File: src/logic/pbus_axil_pkg.sv
/*
 * Peripheral bus, bus-side definitions.
 * AXI-lite channel bundles, register strobe bundle and response codes.
 */
package pbus_axil_pkg;

    localparam int unsigned PBUS_DATA_WIDTH     = 32;
    localparam int unsigned PBUS_ADDR_WIDTH     = 32;
    localparam int unsigned PBUS_STRB_WIDTH     = PBUS_DATA_WIDTH / 8;
    localparam int unsigned PBUS_REG_WORD_LSB   = 2;    // word select starts above byte offset
    localparam int unsigned PBUS_REG_WORD_WIDTH = 2;    // four words per peripheral

    typedef logic [PBUS_DATA_WIDTH-1:0]     pbus_data_t;
    typedef logic [PBUS_ADDR_WIDTH-1:0]     pbus_addr_t;
    typedef logic [PBUS_STRB_WIDTH-1:0]     pbus_strb_t;
    typedef logic [PBUS_REG_WORD_WIDTH-1:0] pbus_word_t;
    typedef logic [1:0]                     pbus_resp_t;

    localparam pbus_resp_t PBUS_RESP_OKAY   = 2'd0;
    localparam pbus_resp_t PBUS_RESP_SLVERR = 2'd2;

    // master side of the AXI-lite port
    typedef struct packed {
        pbus_addr_t awaddr;
        logic       awvalid;
        pbus_data_t wdata;
        pbus_strb_t wstrb;
        logic       wvalid;
        logic       bready;
        pbus_addr_t araddr;
        logic       arvalid;
        logic       rready;
    } pbus_axil_req_t;

    // slave side of the AXI-lite port
    typedef struct packed {
        logic       awready;
        logic       wready;
        pbus_resp_t bresp;
        logic       bvalid;
        logic       arready;
        pbus_data_t rdata;
        pbus_resp_t rresp;
        logic       rvalid;
    } pbus_axil_rsp_t;

    // decoder to peripheral register access
    typedef struct packed {
        logic       wr_en;      // single cycle write pulse
        pbus_word_t wr_word;
        pbus_word_t rd_word;    // shared by all slaves
        pbus_data_t wdata;
        pbus_strb_t wstrb;
    } pbus_reg_req_t;

    // byte lane merge of a write into an existing word
    function automatic pbus_data_t pbus_strb_merge(pbus_data_t old_word,
                                                   pbus_data_t new_word,
                                                   pbus_strb_t strb);
        pbus_data_t merged;
        merged = old_word;
        for (int b = 0; b < PBUS_STRB_WIDTH; b++) begin
            if (strb[b])
                merged[8*b +: 8] = new_word[8*b +: 8];  // lane enabled
        end
        return merged;
    endfunction

endpackage : pbus_axil_pkg

File: src/logic/pbus_map_pkg.sv
/*
 * Peripheral bus address map and peripheral layout.
 * Slave windows, register offsets, control bits and interrupt slots.
 */
package pbus_map_pkg;

    // 4 KB windows selected by addr[13:12]
    localparam int unsigned NUM_PBUS_SLAVES      = 4;
    localparam int unsigned PBUS_SLAVE_SEL_LSB   = 12;
    localparam int unsigned PBUS_SLAVE_SEL_WIDTH = 2;

    localparam int unsigned PBUS_GPIO_OUT_IDX = 0;
    localparam int unsigned PBUS_GPIO_IN_IDX  = 1;
    localparam int unsigned PBUS_TIM0_IDX     = 2;
    localparam int unsigned PBUS_TIM1_IDX     = 3;

    // gpio register words
    localparam logic [1:0] GPIO_DATA_REG       = 2'd0;
    localparam logic [1:0] GPIO_IRQ_EN_REG     = 2'd1;
    localparam logic [1:0] GPIO_IRQ_STATUS_REG = 2'd2;

    // timer register words
    localparam logic [1:0] TIM_CTRL_REG   = 2'd0;
    localparam logic [1:0] TIM_LOAD_REG   = 2'd1;
    localparam logic [1:0] TIM_COUNT_REG  = 2'd2;
    localparam logic [1:0] TIM_STATUS_REG = 2'd3;

    localparam int unsigned TIM_CTRL_WIDTH      = 3;
    localparam int unsigned TIM_CTRL_ENABLE_BIT = 0;
    localparam int unsigned TIM_CTRL_RELOAD_BIT = 1;
    localparam int unsigned TIM_CTRL_IRQ_EN_BIT = 2;

    localparam int unsigned NUM_GPIO_OUT = 8;
    localparam int unsigned NUM_GPIO_IN  = 8;

    // slots in int_o
    localparam int unsigned NUM_IRQ               = 3;
    localparam int unsigned PBUS_GPIOIN_INTERRUPT = 0;
    localparam int unsigned PBUS_TIM0_INTERRUPT   = 1;
    localparam int unsigned PBUS_TIM1_INTERRUPT   = 2;

endpackage : pbus_map_pkg

File: src/logic/pbus_axil_decoder.sv
/*
 * AXI-lite slave and address decoder of the peripheral bus.
 * Turns accepted transfers into per-slave register strobes and
 * returns the selected read word with OKAY or SLVERR.
 */
module pbus_axil_decoder import pbus_axil_pkg::*, pbus_map_pkg::*; (
    input  logic                                pbus_clock_i,
    input  logic                                arst_n_i,
    input  pbus_axil_req_t                      axil_req_i,
    output pbus_axil_rsp_t                      axil_rsp_o,
    output pbus_reg_req_t [NUM_PBUS_SLAVES-1:0] reg_req_o,
    input  pbus_data_t    [NUM_PBUS_SLAVES-1:0] reg_rdata_i
);

    logic [PBUS_SLAVE_SEL_WIDTH-1:0] aw_sel;
    logic [PBUS_SLAVE_SEL_WIDTH-1:0] ar_sel;
    logic                            aw_legal;
    logic                            ar_legal;
    logic                            wr_accept;
    logic                            rd_accept;
    logic                            bvalid_q;
    logic                            rvalid_q;
    pbus_resp_t                      bresp_q;
    pbus_resp_t                      rresp_q;
    pbus_data_t                      rdata_q;

    //////////////////////////////
    // address decode
    //////////////////////////////
    assign aw_sel = axil_req_i.awaddr[PBUS_SLAVE_SEL_LSB +: PBUS_SLAVE_SEL_WIDTH];
    assign ar_sel = axil_req_i.araddr[PBUS_SLAVE_SEL_LSB +: PBUS_SLAVE_SEL_WIDTH];

    // nothing mapped above the slave select bits
    assign aw_legal = (axil_req_i.awaddr[PBUS_ADDR_WIDTH-1:PBUS_SLAVE_SEL_LSB+PBUS_SLAVE_SEL_WIDTH]
                       == '0);
    assign ar_legal = (axil_req_i.araddr[PBUS_ADDR_WIDTH-1:PBUS_SLAVE_SEL_LSB+PBUS_SLAVE_SEL_WIDTH]
                       == '0);

    assign wr_accept = axil_req_i.awvalid & axil_req_i.wvalid & ~bvalid_q;  // aw and w together
    assign rd_accept = axil_req_i.arvalid & ~rvalid_q;                      // one read in flight

    // strobes reach every slave but only the addressed one sees wr_en
    always_comb begin
        for (int s = 0; s < NUM_PBUS_SLAVES; s++) begin
            reg_req_o[s].wr_en   = wr_accept & aw_legal &
                                   (aw_sel == PBUS_SLAVE_SEL_WIDTH'(s));
            reg_req_o[s].wr_word = axil_req_i.awaddr[PBUS_REG_WORD_LSB +: PBUS_REG_WORD_WIDTH];
            reg_req_o[s].rd_word = axil_req_i.araddr[PBUS_REG_WORD_LSB +: PBUS_REG_WORD_WIDTH];
            reg_req_o[s].wdata   = axil_req_i.wdata;
            reg_req_o[s].wstrb   = axil_req_i.wstrb;
        end
    end

    //////////////////////////////
    // response channels
    //////////////////////////////
    always_ff @(posedge pbus_clock_i or negedge arst_n_i) begin
        if (!arst_n_i) begin
            bvalid_q <= 1'b0;
            bresp_q  <= PBUS_RESP_OKAY;
            rvalid_q <= 1'b0;
            rresp_q  <= PBUS_RESP_OKAY;
        end else begin
            if (wr_accept) begin
                bvalid_q <= 1'b1;
                bresp_q  <= aw_legal ? PBUS_RESP_OKAY : PBUS_RESP_SLVERR;
            end else if (axil_req_i.bready) begin
                bvalid_q <= 1'b0;                   // b handshake done
            end
            if (rd_accept) begin
                rvalid_q <= 1'b1;
                rresp_q  <= ar_legal ? PBUS_RESP_OKAY : PBUS_RESP_SLVERR;
            end else if (axil_req_i.rready) begin
                rvalid_q <= 1'b0;                   // r handshake done
            end
        end
    end

    // read word sampled at accept before any same-cycle write lands
    always_ff @(posedge pbus_clock_i or negedge arst_n_i) begin
        if (!arst_n_i)
            rdata_q <= '0;
        else if (rd_accept)
            rdata_q <= ar_legal ? reg_rdata_i[ar_sel] : '0;
    end

    always_comb begin
        axil_rsp_o.awready = wr_accept;
        axil_rsp_o.wready  = wr_accept;
        axil_rsp_o.bresp   = bresp_q;
        axil_rsp_o.bvalid  = bvalid_q;
        axil_rsp_o.arready = rd_accept;
        axil_rsp_o.rdata   = rdata_q;
        axil_rsp_o.rresp   = rresp_q;
        axil_rsp_o.rvalid  = rvalid_q;
    end

endmodule : pbus_axil_decoder

File: src/logic/pbus_gpio_in.sv
/*
 * GPIO input block.
 * Two-flop pin synchronizer, change detect and a sticky change interrupt.
 */
module pbus_gpio_in import pbus_axil_pkg::*, pbus_map_pkg::*; (
    input  logic                   pbus_clock_i,
    input  logic                   arst_n_i,
    input  pbus_reg_req_t          reg_req_i,
    output pbus_data_t             reg_rdata_o,
    input  logic [NUM_GPIO_IN-1:0] gpio_in_i,
    output logic                   irq_o
);

    logic [NUM_GPIO_IN-1:0] sync_meta_q;   // first stage that may go metastable
    logic [NUM_GPIO_IN-1:0] sync_q;        // DATA register value
    logic [NUM_GPIO_IN-1:0] prev_q;
    logic                   irq_en_q;
    logic                   status_q;
    logic                   pin_change;
    logic                   status_clr;
    pbus_data_t             en_merged;

    assign pin_change = (sync_q != prev_q);
    assign status_clr = reg_req_i.wr_en & (reg_req_i.wr_word == GPIO_IRQ_STATUS_REG) &
                        reg_req_i.wstrb[0] & reg_req_i.wdata[0];    // w1c
    assign en_merged  = pbus_strb_merge(pbus_data_t'(irq_en_q), reg_req_i.wdata, reg_req_i.wstrb);

    always_ff @(posedge pbus_clock_i or negedge arst_n_i) begin
        if (!arst_n_i) begin
            sync_meta_q <= '0;
            sync_q      <= '0;
            prev_q      <= '0;
            irq_en_q    <= 1'b0;
            status_q    <= 1'b0;
        end else begin
            sync_meta_q <= gpio_in_i;
            sync_q      <= sync_meta_q;
            prev_q      <= sync_q;
            if (reg_req_i.wr_en && reg_req_i.wr_word == GPIO_IRQ_EN_REG)
                irq_en_q <= en_merged[0];
            // a change in the same cycle as the clear keeps the flag
            status_q    <= (status_q & ~status_clr) | (pin_change & irq_en_q);
        end
    end

    assign irq_o = status_q;

    always_comb begin
        case (reg_req_i.rd_word)
            GPIO_DATA_REG:       reg_rdata_o = pbus_data_t'(sync_q);
            GPIO_IRQ_EN_REG:     reg_rdata_o = pbus_data_t'(irq_en_q);
            GPIO_IRQ_STATUS_REG: reg_rdata_o = pbus_data_t'(status_q);
            default:             reg_rdata_o = '0;   // unmapped word
        endcase
    end

endmodule : pbus_gpio_in

File: src/logic/pbus_gpio_out.sv
/*
 * GPIO output block, one data register driving the pins.
 */
module pbus_gpio_out import pbus_axil_pkg::*, pbus_map_pkg::*; (
    input  logic                    pbus_clock_i,
    input  logic                    arst_n_i,
    input  pbus_reg_req_t           reg_req_i,
    output pbus_data_t              reg_rdata_o,
    output logic [NUM_GPIO_OUT-1:0] gpio_out_o
);

    logic [NUM_GPIO_OUT-1:0] data_q;
    pbus_data_t              data_merged;

    assign data_merged = pbus_strb_merge(pbus_data_t'(data_q), reg_req_i.wdata, reg_req_i.wstrb);

    always_ff @(posedge pbus_clock_i or negedge arst_n_i) begin
        if (!arst_n_i) begin
            data_q <= '0;
        end else if (reg_req_i.wr_en && reg_req_i.wr_word == GPIO_DATA_REG) begin
            data_q <= data_merged[NUM_GPIO_OUT-1:0];   // byte lanes honored
        end
    end

    assign gpio_out_o = data_q;     // pins follow the register

    // only the data word is mapped
    assign reg_rdata_o = (reg_req_i.rd_word == GPIO_DATA_REG) ? pbus_data_t'(data_q) : '0;

endmodule : pbus_gpio_out

File: src/logic/pbus_timer.sv
/*
 * Down-counting timer with load, optional auto-reload
 * and a sticky expiry flag driving the interrupt.
 */
module pbus_timer import pbus_axil_pkg::*, pbus_map_pkg::*; (
    input  logic          pbus_clock_i,
    input  logic          arst_n_i,
    input  pbus_reg_req_t reg_req_i,
    output pbus_data_t    reg_rdata_o,
    output logic          irq_o
);

    logic [TIM_CTRL_WIDTH-1:0] ctrl_q;
    logic [TIM_CTRL_WIDTH-1:0] ctrl_d;
    pbus_data_t                load_q;
    pbus_data_t                load_d;
    pbus_data_t                count_q;
    pbus_data_t                count_d;
    logic                      expired_q;
    logic                      expired_d;
    logic                      expire_set;
    logic                      status_clr;
    pbus_data_t                ctrl_merged;
    logic                      irq_q;

    assign ctrl_merged = pbus_strb_merge(pbus_data_t'(ctrl_q), reg_req_i.wdata, reg_req_i.wstrb);
    assign expire_set  = ctrl_q[TIM_CTRL_ENABLE_BIT] & (count_q == '0);
    assign status_clr  = reg_req_i.wr_en & (reg_req_i.wr_word == TIM_STATUS_REG) &
                         reg_req_i.wstrb[0] & reg_req_i.wdata[0];   // w1c

    always_comb begin
        ctrl_d  = ctrl_q;
        load_d  = load_q;
        count_d = count_q;
        if (ctrl_q[TIM_CTRL_ENABLE_BIT]) begin
            if (count_q != '0)
                count_d = count_q - 1'b1;           // running
            else if (ctrl_q[TIM_CTRL_RELOAD_BIT])
                count_d = load_q;                   // periodic mode
            else
                ctrl_d[TIM_CTRL_ENABLE_BIT] = 1'b0; // one-shot stops
        end
        // software writes take priority over the count
        if (reg_req_i.wr_en && reg_req_i.wr_word == TIM_CTRL_REG)
            ctrl_d = ctrl_merged[TIM_CTRL_WIDTH-1:0];
        if (reg_req_i.wr_en && reg_req_i.wr_word == TIM_LOAD_REG) begin
            load_d  = pbus_strb_merge(load_q, reg_req_i.wdata, reg_req_i.wstrb);
            count_d = load_d;                       // load also restarts count
        end
        expired_d = (expired_q & ~status_clr) | expire_set;    // new expiry wins
    end

    always_ff @(posedge pbus_clock_i or negedge arst_n_i) begin
        if (!arst_n_i) begin
            ctrl_q    <= '0;
            load_q    <= '0;
            count_q   <= '0;
            expired_q <= 1'b0;
            irq_q     <= 1'b0;
        end else begin
            ctrl_q    <= ctrl_d;
            load_q    <= load_d;
            count_q   <= count_d;
            expired_q <= expired_d;
            irq_q     <= expired_d & ctrl_d[TIM_CTRL_IRQ_EN_BIT];
        end
    end

    assign irq_o = irq_q;

    always_comb begin
        case (reg_req_i.rd_word)
            TIM_CTRL_REG:  reg_rdata_o = pbus_data_t'(ctrl_q);
            TIM_LOAD_REG:  reg_rdata_o = load_q;
            TIM_COUNT_REG: reg_rdata_o = count_q;
            default:       reg_rdata_o = pbus_data_t'(expired_q);   // status word
        endcase
    end

endmodule : pbus_timer

File: src/logic/peripheral_bus.sv
/*
 * Peripheral bus top level.
 * AXI-lite decoder feeding GPIO out, GPIO in and two timers,
 * with the peripheral interrupts gathered into int_o.
 */
module peripheral_bus import pbus_axil_pkg::*, pbus_map_pkg::*; (
    input  logic                        pbus_clock_i,
    input  logic                        arst_n_i,
    input  pbus_axil_req_t              axil_req_i,     // from the bus master
    output pbus_axil_rsp_t              axil_rsp_o,
    input  logic [NUM_GPIO_IN-1:0]      gpio_in_i,
    output logic [NUM_GPIO_OUT-1:0]     gpio_out_o,
    output logic [NUM_IRQ-1:0]          int_o
);

    pbus_reg_req_t [NUM_PBUS_SLAVES-1:0] reg_req;      // one strobe bundle per slave
    pbus_data_t    [NUM_PBUS_SLAVES-1:0] reg_rdata;    // read words back to decoder

    logic gpio_in_int;
    logic tim0_int;
    logic tim1_int;

    //////////////////////////////
    // decoder
    //////////////////////////////
    pbus_axil_decoder decoder_u (
        .pbus_clock_i   ( pbus_clock_i ),
        .arst_n_i       ( arst_n_i     ),
        .axil_req_i     ( axil_req_i   ),
        .axil_rsp_o     ( axil_rsp_o   ),
        .reg_req_o      ( reg_req      ),
        .reg_rdata_i    ( reg_rdata    )
    );

    //////////////////////////////
    // peripherals
    //////////////////////////////
    pbus_gpio_out gpio_out_u (
        .pbus_clock_i   ( pbus_clock_i                 ),
        .arst_n_i       ( arst_n_i                     ),
        .reg_req_i      ( reg_req[PBUS_GPIO_OUT_IDX]   ),
        .reg_rdata_o    ( reg_rdata[PBUS_GPIO_OUT_IDX] ),
        .gpio_out_o     ( gpio_out_o                   )
    );

    pbus_gpio_in gpio_in_u (
        .pbus_clock_i   ( pbus_clock_i                ),
        .arst_n_i       ( arst_n_i                    ),
        .reg_req_i      ( reg_req[PBUS_GPIO_IN_IDX]   ),
        .reg_rdata_o    ( reg_rdata[PBUS_GPIO_IN_IDX] ),
        .gpio_in_i      ( gpio_in_i                   ),
        .irq_o          ( gpio_in_int                 )
    );

    pbus_timer tim0_u (
        .pbus_clock_i   ( pbus_clock_i             ),
        .arst_n_i       ( arst_n_i                 ),
        .reg_req_i      ( reg_req[PBUS_TIM0_IDX]   ),
        .reg_rdata_o    ( reg_rdata[PBUS_TIM0_IDX] ),
        .irq_o          ( tim0_int                 )
    );

    pbus_timer tim1_u (
        .pbus_clock_i   ( pbus_clock_i             ),
        .arst_n_i       ( arst_n_i                 ),
        .reg_req_i      ( reg_req[PBUS_TIM1_IDX]   ),
        .reg_rdata_o    ( reg_rdata[PBUS_TIM1_IDX] ),
        .irq_o          ( tim1_int                 )
    );

    // interrupt vector from already registered sources
    always_comb begin
        int_o                        = '0;
        int_o[PBUS_GPIOIN_INTERRUPT] = gpio_in_int;
        int_o[PBUS_TIM0_INTERRUPT]   = tim0_int;
        int_o[PBUS_TIM1_INTERRUPT]   = tim1_int;
    end

endmodule : peripheral_bus

File: config.mk
export PLATFORM = sky130hd
export DESIGN_NAME = peripheral_bus
export DESIGN_NICKNAME = d
export VERILOG_FILES = /design/src/logic/pbus_axil_pkg.sv /design/src/logic/pbus_map_pkg.sv /design/src/logic/pbus_axil_decoder.sv /design/src/logic/pbus_gpio_in.sv /design/src/logic/pbus_gpio_out.sv /design/src/logic/pbus_timer.sv /design/src/logic/peripheral_bus.sv
export SDC_FILE = /design/constraint.sdc
export NUM_CORES = 1
export LEC_CHECK = 0
export ABC_CLOCK_PERIOD_IN_PS = 5600
export BUFFER_PORTS_ARGS = -buffer_cell sky130_fd_sc_hd__buf_2
export CAP_MARGIN = 20
export CORE_UTILIZATION = 32
export DETAILED_ROUTE_END_ITERATION = 8
export SYNTH_ARGS = -nofsm -noshare
export SYNTH_HDL_FRONTEND = slang
export SYNTH_SLANG_ARGS = --single-unit
File: constraint.sdc
create_clock -name pbus_clock_i -period 5.6 [get_ports pbus_clock_i]
set_input_delay 0.28 -clock pbus_clock_i [delete_from_list [all_inputs] [get_ports pbus_clock_i]]
set_output_delay 0.28 -clock pbus_clock_i [all_outputs]
set_load 0.005 [all_outputs]
; ---- Yosys cells after proc, flatten, opt, wreduce, memory -nomap -nowiden
; Cells that the tools add are included.
[word_totals]
ff_bits = 210
latch_bits = 0
ram_bits = 0
romBits = 0
inputBits = 115
elab_cells = 138
mem_count = 0
[op_classes]
n_addsub = 2
multipliers = 0
div_mod_pow = 0
magnitude_cmp = 1
n_eq_ne = 11
shift = 0
muxes = 39
bitwise_logic = 33
n_reduce_logical = 27
[op_table]
columns = op, n
row1 = $mux 32, 10
row2 = $pmux 32 s3, 2
row3 = $mux 8, 9
row4 = $bmux 32 s2, 1
row5 = $logic_not 32->1, 2
row6 = $reduce_bool 32->1, 2
row7 = $sub 32x1->32 const B, 2
row8 = $logic_not 18->1, 2
row9 = $and 1x1->1, 25
row10 = $pmux 8 s3, 1
row11 = $mux 3, 4
row12 = $reduce_and 2->1, 6
row13 = $eq 2x2->1 const B, 5
row14 = $mux 1, 10
row15 = $ne 8x8->1, 1
row16 = $reduce_bool 2->1, 4
row17 = $eq 2x1->1 const B, 3
row18 = $logic_and 1x1->1, 6
row19 = $logic_not 2->1, 3
row20 = $reduce_bool 3->1, 2
row21 = $not 1->1, 5
row22 = $mux 2, 2
row23 = $ne 2x2->1 const B, 2
row24 = $lt 2x3->1 const B, 1
row25 = $or 1x1->1, 3

; ---- Logic depth before layout (Yosys ltp)
; Gate-level depths: netlist of the first run.
[depth]
ltp_word = 11
depth_mapped = 10

; ---- Hierarchy
; From an unflattened synthesis of the first run, not the netlist that was laid out.
[unflattened]
cells_unflattened = 1435
hier_area_um2 = 14218.6
[by_module_without_submodules]
columns = mod, n_inst, cells_each, area_per_inst_um2, seq_area_each_um2
row1 = pbus_timer, 2, 462, 4359.2, 1726.7
row2 = pbus_axil_decoder, 1, 378, 3868.7, 900.9
row3 = pbus_gpio_in, 1, 78, 1027.2, 650.6
row4 = pbus_gpio_out, 1, 52, 581.8, 200.2
row5 = peripheral_bus, 1, 3, 22.5, 0.0

; ---- Worst setup path before layout of the first run
; Ideal clock, no wire load.
[synth_timing]
path_type = register to register
startpoint = register tim0_u.count_q[0]
endpoint = register tim0_u.count_q[30]
setup_ps = 118
t_arrival_ps = 2600
path_slack_ps = 2882
path_stages_with_launch = 11
path_buffers = 2
period_less_slack_ps = 2718
path_cell_list = dfrtp_1 > inv_1 > ha_1 > or3b_2 > clkbuf_1 > or4_1 > clkbuf_1 > or3_1 > nor4_1 > a21oi_1 > a21o_1
[synth_via]
elab_chain_len = 4
elab_cells_between_ends = 7
[synth_rtl]
columns = element, line
row1 = start: declaration, pbus_timer.sv:17  ; pbus_data_t count_q;
row2 = start signal: assignment, pbus_timer.sv:63  ; count_q <= count_d;
row3 = $sub 32x1->32 or $reduce_bool 32->1 (tied branches), "pbus_timer.sv:37, pbus_timer.sv:36"
row4 = $mux 32, pbus_timer.sv:36  ; if (count_q != '0)
row5 = $mux 32, pbus_timer.sv:35  ; if (ctrl_q[TIM_CTRL_ENABLE_BIT]) begin
row6 = $mux 32, pbus_timer.sv:46  ; if (reg_req_i.wr_en && reg_req_i.wr_word == TIM_LOAD_REG) begin
; Several ways; a longest one is shown, not always the timed one. The select of a mux whose other input is x is not followed.
; A chain may end at the register's enable or synchronous reset.

; ---- Final worst setup path of the first run
[layout_timing]
startpoint = register tim0_u.count_q[5]
endpoint = register tim0_u.count_q[17]
; The elaborated chain is that of the path after synthesis.

==> results of run 1 <==
==> repair_timing <==
| action | 4_1_cts | 5_1_grt |
|---|---|---|
| hold buffers | 11 | 0 |
| setup buffers | 0 | 0 |
| hold endpoints to repair | 130 | 0 |
==> per-layer routing <==
metal  global-route usage [%]  wire (µm)  vias up
met1                    32.69      19480     5677
met2                    33.87      19100      605
met5                        0          0        -
met4                    9.475       1978        0
met3                    3.432       3666       99
li1                         -          -     5104
==> state kept, by name (all words and copies together) (netlist names), 3 cells and up <==
name / flops
decoder_u.rdata_q: 32
gpio_in_u.prev_q: 8
gpio_in_u.sync_meta_q: 8
gpio_in_u.sync_q: 8
gpio_out_u.gpio_out_o: 8
tim0_u.count_q: 32
tim0_u.ctrl_q: 3
tim0_u.load_q: 32
tim1_u.count_q: 32
tim1_u.ctrl_q: 3
tim1_u.load_q: 32
==> cell families (layout without fill, tap and decap cells) <==
logic type	after synthesis	count (layout)
adders and majority gates	4	4
other	1	2
xor gates and xnor gates	14	14
DFF	208	208
and+or+nand+nor	389	389
AOI/OAI and AO/OA	405	405
muxes	120	120
buffers and inverters	132	255
==> layout make-up <==
type | count | area [µm²] | share of cell area (%)
Inverter | 32 | 120.1 | 0.8436
Tap cell | 511 | 639.4 | 4.490
Clock inverter | 11 | 126.4 | 0.8875
Clock buffer | 34 | 689.4 | 4.842
Sequential cell | 208 | 5205 | 36.56
Multi-Input combinational cell | 934 | 6447 | 45.28
Timing Repair Buffer | 178 | 1011 | 7.100
==> cell usage in the layout, fill, tap and decap left out, drive strengths merged, types with 35 or more instances in the layout <==
cell | netlist | layout
nand2 | 91 | 91
dfrtp | 208 | 208
o21ai | 71 | 71
mux2 | 72 | 72
buf | 25 | 166
clkbuf | 75 | 35
nor2 | 68 | 68
mux2i | 46 | 46
nor3 | 40 | 40
a211oi | 37 | 37
a22oi | 37 | 37
nand3 | 38 | 38
a21oi | 65 | 65
==> synth_stat cells, drive strengths merged, types with 4 or more instances <==
cell type and n:
o211ai 14, o221ai 4, or4 14, a31o 4, a2bb2oi 14, mux2 72, nand4 23, nand3 38
clkbuf 75, or2 10, o31ai 9, xnor2 13, and3 14, or3 18, o22ai 17, mux2i 46
and2 10, nand2b 4, a22o 27, a211o 5, a21o 11, a31oi 9, dfrtp 208, nor2 68
inv 32, a32o 4, nand2 91, a22oi 37, o21a 8, nor4 32, o2bb2ai 6, buf 25
a21oi 65, nor2b 7, a221oi 33, nor3 40, o21ai 71, ha 4, a21boi 9, a211oi 37
nor4b 5
==> how the worst min path moves through the flow <==
stage / start / endpoint / cells past startpoint / slack [ns]
3_3_place_gp: gpio_in_u.sync_meta_q[5]$_DFF_PN0_ / gpio_in_u.sync_q[5]$_DFF_PN0_ / 0 / 0.33
4_1_cts: axil_req_i[65] / tim1_u.load_q[25]$_DFFE_PN0P_ / 3 / 0.02
6_report: axil_req_i[65] / tim1_u.load_q[25]$_DFFE_PN0P_ / 3 / 0.03
3_5_place_dp: gpio_in_u.sync_meta_q[5]$_DFF_PN0_ / gpio_in_u.sync_q[5]$_DFF_PN0_ / 0 / 0.33
2_1_floorplan: arst_n_i / decoder_u.bresp_q[1]$_DFFE_PN0P_ / 0 / -0.02
5_1_grt: axil_req_i[51] / tim0_u.load_q[11]$_DFFE_PN0P_ / 2 / 0.03
==> worst register-to-register path: stages (launching register included) <==
cell and delay, ns:
dfrtp_1 0.45, nor4_1 0.65, nand4_1 0.56, nor3_1 0.87, buf_4 0.33, o21ai_0 0.12
a22oi_1 0.20, a21boi_1 0.18
==> power breakdown <==
group	switching, mW	total [mW]	leakage (nW)	internal [mW]
Clock	0.681	1.64	0.386	0.957
Sequential	0.00886	1.53	2.70	1.52
Combinational	0.170	0.248	3.24	0.0779
Total	0.860	3.41	6.33	2.55
==> metrics by stage <==
stage | setup WS [ns] | util [%]
4_1_cts | 2.227 | 37.88
6_report | 2.150 | 37.89
2_1_floorplan | 2.882 | -
3_3_place_gp | 2.044 | 35.41
3_5_place_dp | 1.979 | 35.41
5_1_grt | 1.864 | 37.89
==> results.py, run 1 <==
metrics = {
    "synthesis": {
        "synth_compound_area_share_pct": 23.24,
        "ys_seq_elements": 208,
        "postSynth.asyncResetShare_pct": 100.0,
        "muxShareOfSynthArea_pct": 11.06,
        "synth_area_leader_cell": "dfrtp_1",
        "synthAdderAreaFrac_pct": 0.4112,
        "synth_top_family_by_area": "compound AO/OA/AOI/OAI gates",
        "synth_edf_count": 0,
        "ys_warn_count": 0,
        "ys.flop_type": "dfrtp_1",
        "synthesis.area_um2": 12170,
        "syn_avg_cell_area_um2": 9.560,
        "synth_top_area_share_pct": 42.77,
        "yosys-top-cells-area": "dfrtp_1, mux2_2, mux2i_1",
        "ys_seq_area_share_pct": 42.77,
        "netlist_instances": 1273,
        "synth_simple_gate_area_share_pct": 16.86,
        "synth.distinct_cells": 82,
        "synth_xor_xnor_area_share_pct": 1.008,
    },
    "setup_path": {
        "critPathSlowestCell": "nor3_1",
        "critPathLaunch": "tim0_u.count_q[5]$_DFFE_PN0P_",
        "path_depth": 7,
        "cp_slowest_stage_delay_ns": 0.87,
        "crit_type": "reg -> reg",
        "crit_path_cell_trace": "nor4_1 > nand4_1 > nor3_1 > buf_4 > o21ai_0 > a22oi_1 > a21boi_1",
        "critPathCapture": "tim0_u.count_q[17]$_DFFE_PN0P_",
        "reg2reg_slack_ns": 2.15,
        "crit_path_end_kind": "flip-flop",
        "crit_family": "simple AND/OR/NAND/NOR gates",
        "crit_path_start_kind": "flip-flop",
        "timing.rr.start": "tim0_u.count_q[5]$_DFFE_PN0P_",
        "cp.required_ns": 6.07,
        "reg2reg_depth": 7,
        "r2r-end": "tim0_u.count_q[17]$_DFFE_PN0P_",
        "arrival_ns": 3.92,
        "path_buf_inv": 1,
        "crit_fanout": 11,
    },
    "placed_design": {
        "gp_congestion": 0.9427,
        "post-dp-hpwl_um": 30830,
        "io_buffer_count": 144,
        "post-place-cells": 1851,
        "placed_cell_area_um2": 13310,
    },
    "sta": {
        "finalCritPeriodShare_pct": 61.61,
        "fin_crit_ns": 3.450,
        "tightest_slew_ns": 1.188,
        "fmax_mhz": 289.8,
        "fin_setup_tns_ns": 0,
        "hold_violations": 0,
        "drv_slew": 0,
        "finClkSkew_ns": 0.01021,
        "holdWs_ns": 0.02716,
        "finalSetupViolations": 0,
        "rsz0062_at_grt": "no",
        "slew_headroom_pct": 20.08,
    },
    "hold_path": {
        "holdCritPathClass": "in -> reg",
    },
    "floorplanning": {
        "io_pins": 167,
        "die_w_um": 197.0,
        "dieArea_um2": 38820,
        "rows": 71,
        "fp.dieH_um": 197.0,
        "initial_core_util_pct": 32.39,
        "coreArea_um2": 37580,
    },
    "global_route": {
        "overflow": 0,
        "grt_max_degree": 123,
        "track_usage_pct": 22.73,
        "antenna_found_initial": 0,
        "grt_pass1_vias": 10990,
        "grt_first_pass_wirelength_um": 67560,
    },
    "routing": {
        "wire_per_inst_um": 23.18,
        "first_pass_iters": 6,
        "drt-total-wl_um": 44220,
        "drc": 0,
        "antenna_left": 0,
        "drtIter0Drc": 1305,
        "via_per_inst": 6.019,
        "routed-via-count": 11490,
    },
    "final_layout": {
        "layout.cells.non_filler": 1908,
        "fillerInstances": 3801,
        "diodes": 0,
        "syn_to_final_growth_pct": 16.99,
        "final_nets": 1498,
        "fin_area_um2": 14240,
        "drive_gt1_share_pct": 20.26,
    },
    "pwr": {
        "leakage_nw": 6.332,
        "power_density_nw_per_um2": 239.6,
        "finalPower_mw": 3.412,
        "peakVddDrop_uv": 212.7,
    },
    "cts": {
        "clock_path_buffers": 3,
        "htree_num_levels": 1,
        "cts_buffers": 25,
        "clk_latency_ns": 0.55,
        "clock_sinks": 208,
        "cts_root_buffer": "clkbuf_16",
        "cts_tree": "built",
        "cts_resized": 0,
        "clk_pin_slew_ns": 0.06,
    },
    "run_status": {
        "status": "finished, final reports clean",
    },
    "job": {
        "maxCapViolations": 0,
    },
}
Note: power is estimated with default switching activity, not from simulation.
==> inputs of run 2 (changes only) <==
--- a/config.mk
+++ b/config.mk
@@ -5,7 +5,7 @@
 export SDC_FILE = /design/constraint.sdc
 export NUM_CORES = 1
 export LEC_CHECK = 0
-export ABC_CLOCK_PERIOD_IN_PS = 5600
+export ABC_CLOCK_PERIOD_IN_PS = 3500
 export BUFFER_PORTS_ARGS = -buffer_cell sky130_fd_sc_hd__buf_2
 export CAP_MARGIN = 20
 export CORE_UTILIZATION = 32
==> constraint.sdc (replaced) <==
create_clock -name pbus_clock_i -period 3.5 [get_ports pbus_clock_i]
set_input_delay 0.175 -clock pbus_clock_i [delete_from_list [all_inputs] [get_ports pbus_clock_i]]
set_output_delay 0.175 -clock pbus_clock_i [all_outputs]
set_load 0.005 [all_outputs]
==> results.py, run 2 (synthesis gave the netlist of run 1 again) <==
metrics = {
    "run_status": {
        "status": "finished, final reports clean",
    },
    "cts": {
        "clock_sinks": 208,
        "cts_root_buffer": "clkbuf_16",
        "clk_pin_slew_ns": 0.06,
        "htree_num_levels": 1,
        "clk_latency_ns": 0.53,
        "clock_path_buffers": 3,
        "cts_buffers": 23,
        "cts_tree": "built",
        "cts_resized": 0,
    },
    "routing": {
        "drt-met1-wl_um": 19810,
        "route.met2.wl_um": 19750,
        "routed-via-count": 11810,
        "first_pass_iters": 6,
        "drc": 0,
        "via_per_inst": 6.033,
        "drt-total-wl_um": 45040,
        "antenna_left": 0,
        "wire_per_inst_um": 23.00,
        "dr_wl_met3_um": 3841,
        "maxUsedRoutingLayer": "met4",
        "drtIter0Drc": 1297,
    },
    "hold_path": {
        "holdCritPathClass": "in -> reg",
        "worst_hold_startpoint": "axil_req_i[45]",
    },
    "placed_design": {
        "placed_cell_area_um2": 13580,
        "gp_congestion": 0.9474,
        "post-place-cells": 1879,
        "post-dp-hpwl_um": 31620,
        "post-place-ws_ns": 0.4757,
        "io_buffer_count": 144,
    },
    "floorplanning": {
        "die_w_um": 197.0,
        "rows": 71,
        "dieArea_um2": 38820,
        "io_pins": 167,
        "initial_core_util_pct": 32.39,
        "coreArea_um2": 37580,
        "fp.dieH_um": 197.0,
    },
    "sta": {
        "finClkSkew_ns": 0.009859,
        "finalSetupViolations": 0,
        "rsz0062_at_grt": "no",
        "fin_crit_ns": 3.037,
        "fin_ws_ns": 0.4634,
        "hold_violations": 0,
        "fmax_mhz": 329.3,
        "slew_headroom_pct": 23.89,
        "finalCritPeriodShare_pct": 86.76,
        "holdWs_ns": 0.02450,
        "tightest_slew_ns": 1.142,
        "drv_slew": 0,
        "fin_setup_tns_ns": 0,
    },
    "pwr": {
        "peakVddDrop_uv": 338.6,
        "seqPwrFrac_pct": 44.8,
        "combPwrFrac_pct": 7.9,
        "leakage_nw": 6.599,
        "p_clk_share_pct": 47.2,
        "finalPower_mw": 5.441,
        "power.switching_mw": 1.345,
        "p_int_mw": 4.096,
        "sw_frac_of_total_pct": 24.72,
        "power_density_nw_per_um2": 368.9,
    },
    "global_route": {
        "antenna_found_initial": 0,
        "track_usage_pct": 23.03,
        "overflow": 0,
        "grt_pass1_vias": 11430,
        "grt_max_degree": 115,
        "grt_first_pass_wirelength_um": 68700,
    },
    "setup_path": {
        "cp.required_ns": 3.92,
        "crit_fanout": 9,
        "crit_type": "reg -> reg",
        "critPathSlowestCell": "or4_1",
        "critPathLaunch": "tim0_u.count_q[0]$_DFFE_PN0P_",
        "cp_slowest_stage_delay_ns": 0.61,
        "path_buf_inv": 1,
        "crit_family": "simple AND/OR/NAND/NOR gates",
        "crit_path_end_kind": "flip-flop",
        "timing.rr.start": "tim0_u.count_q[0]$_DFFE_PN0P_",
        "crit_path_cell_trace": "inv_1 > ha_1 > or3b_2 > or4_1 > or3_1 > nor4_1 > a21oi_1 > a21o_1",
        "arrival_ns": 3.46,
        "crit_path_start_kind": "flip-flop",
    },
    "final_layout": {
        "fillerInstances": 3783,
        "final_cell_mix": "dfrtp_1, buf_2, nand2_1, nor2_1, a21oi_1",
        "drive_gt1_share_pct": 21.42,
        "layout.cells.non_filler": 1958,
        "diodes": 0,
        "syn_to_final_growth_pct": 21.19,
        "final_util_pct": 39.25,
        "final_common_cell": "dfrtp_1",
        "fin_area_um2": 14750,
        "final_nets": 1550,
    },
    "job": {
        "maxCapViolations": 0,
    },
}
run 2: layer usage:
layer / up-vias / GRT usage, %
met1: 5860 / 32.89
met4: 0 / 7.924
met5: - / 0
met2: 669 / 35.30
li1: 5191 / -
met3: 92 / 3.585
run 2: area by class of cell:
| class | instances | area, µm² | share of cell area, % |
|---|---|---|---|
| Clock buffer | 32 | 689.4 | 4.674 |
| Clock inverter | 9 | 102.6 | 0.6956 |
| Inverter | 32 | 120.1 | 0.8144 |
| Multi-Input combinational cell | 934 | 6444 | 43.69 |
| Sequential cell | 208 | 5205 | 35.29 |
| Tap cell | 511 | 639.4 | 4.335 |
| Timing Repair Buffer | 232 | 1549 | 10.50 |
run 2: worst reg2reg max path, delay by kind of cell, from the launching register on:
family	cells	cell delay, ns
adder cells (fa/ha/maj)	1	0.20
AND/OR/NAND/NOR	4	1.90
buffers and inverters	1	0.11
AO/OA/AOI/OAI	2	0.29
flip-flops	1	0.44
run 2: power by group through the flow:
| stage | clock network, mW | logic, mW | registers (mW) |
|---|---|---|---|
| after floorplan | 0 | 0.171 | 2.48 |
| final | 2.57 | 0.433 | 2.44 |
| after global placement | 0 | 0.396 | 2.48 |
| after global routing | 2.70 | 0.465 | 2.44 |
| after CTS | 2.62 | 0.432 | 2.44 |
| after detailed placement | 0 | 0.398 | 2.48 |
run 2: final timing paths:
check / depth (start not counted) / endpoint / slack (ns)
worst max-delay path: 8 / tim0_u.count_q[30]$_DFFE_PN0P_ / 0.46
worst min-delay path: 2 / gpio_out_u.gpio_out_o[5]$_DFFE_PN0P_ / 0.02
worst max register to register: 8 / tim0_u.count_q[30]$_DFFE_PN0P_ / 0.46
worst min register to register: 0 / gpio_in_u.sync_q[1]$_DFF_PN0_ / 0.35
max in group asynchronous: 3 / decoder_u.rdata_q[29]$_DFFE_PN0P_ / 2.33
min in group asynchronous: 2 / decoder_u.rvalid_q$_DFFE_PN0P_ / 0.30
run 2: timing repair:
item / 4_1_cts / 5_1_grt
buffers inserted: 0 / 0
endpoints found under the setup margin: 0 / 0
hold endpoints to repair: 166 / 0
hold buffers: 38 / 0
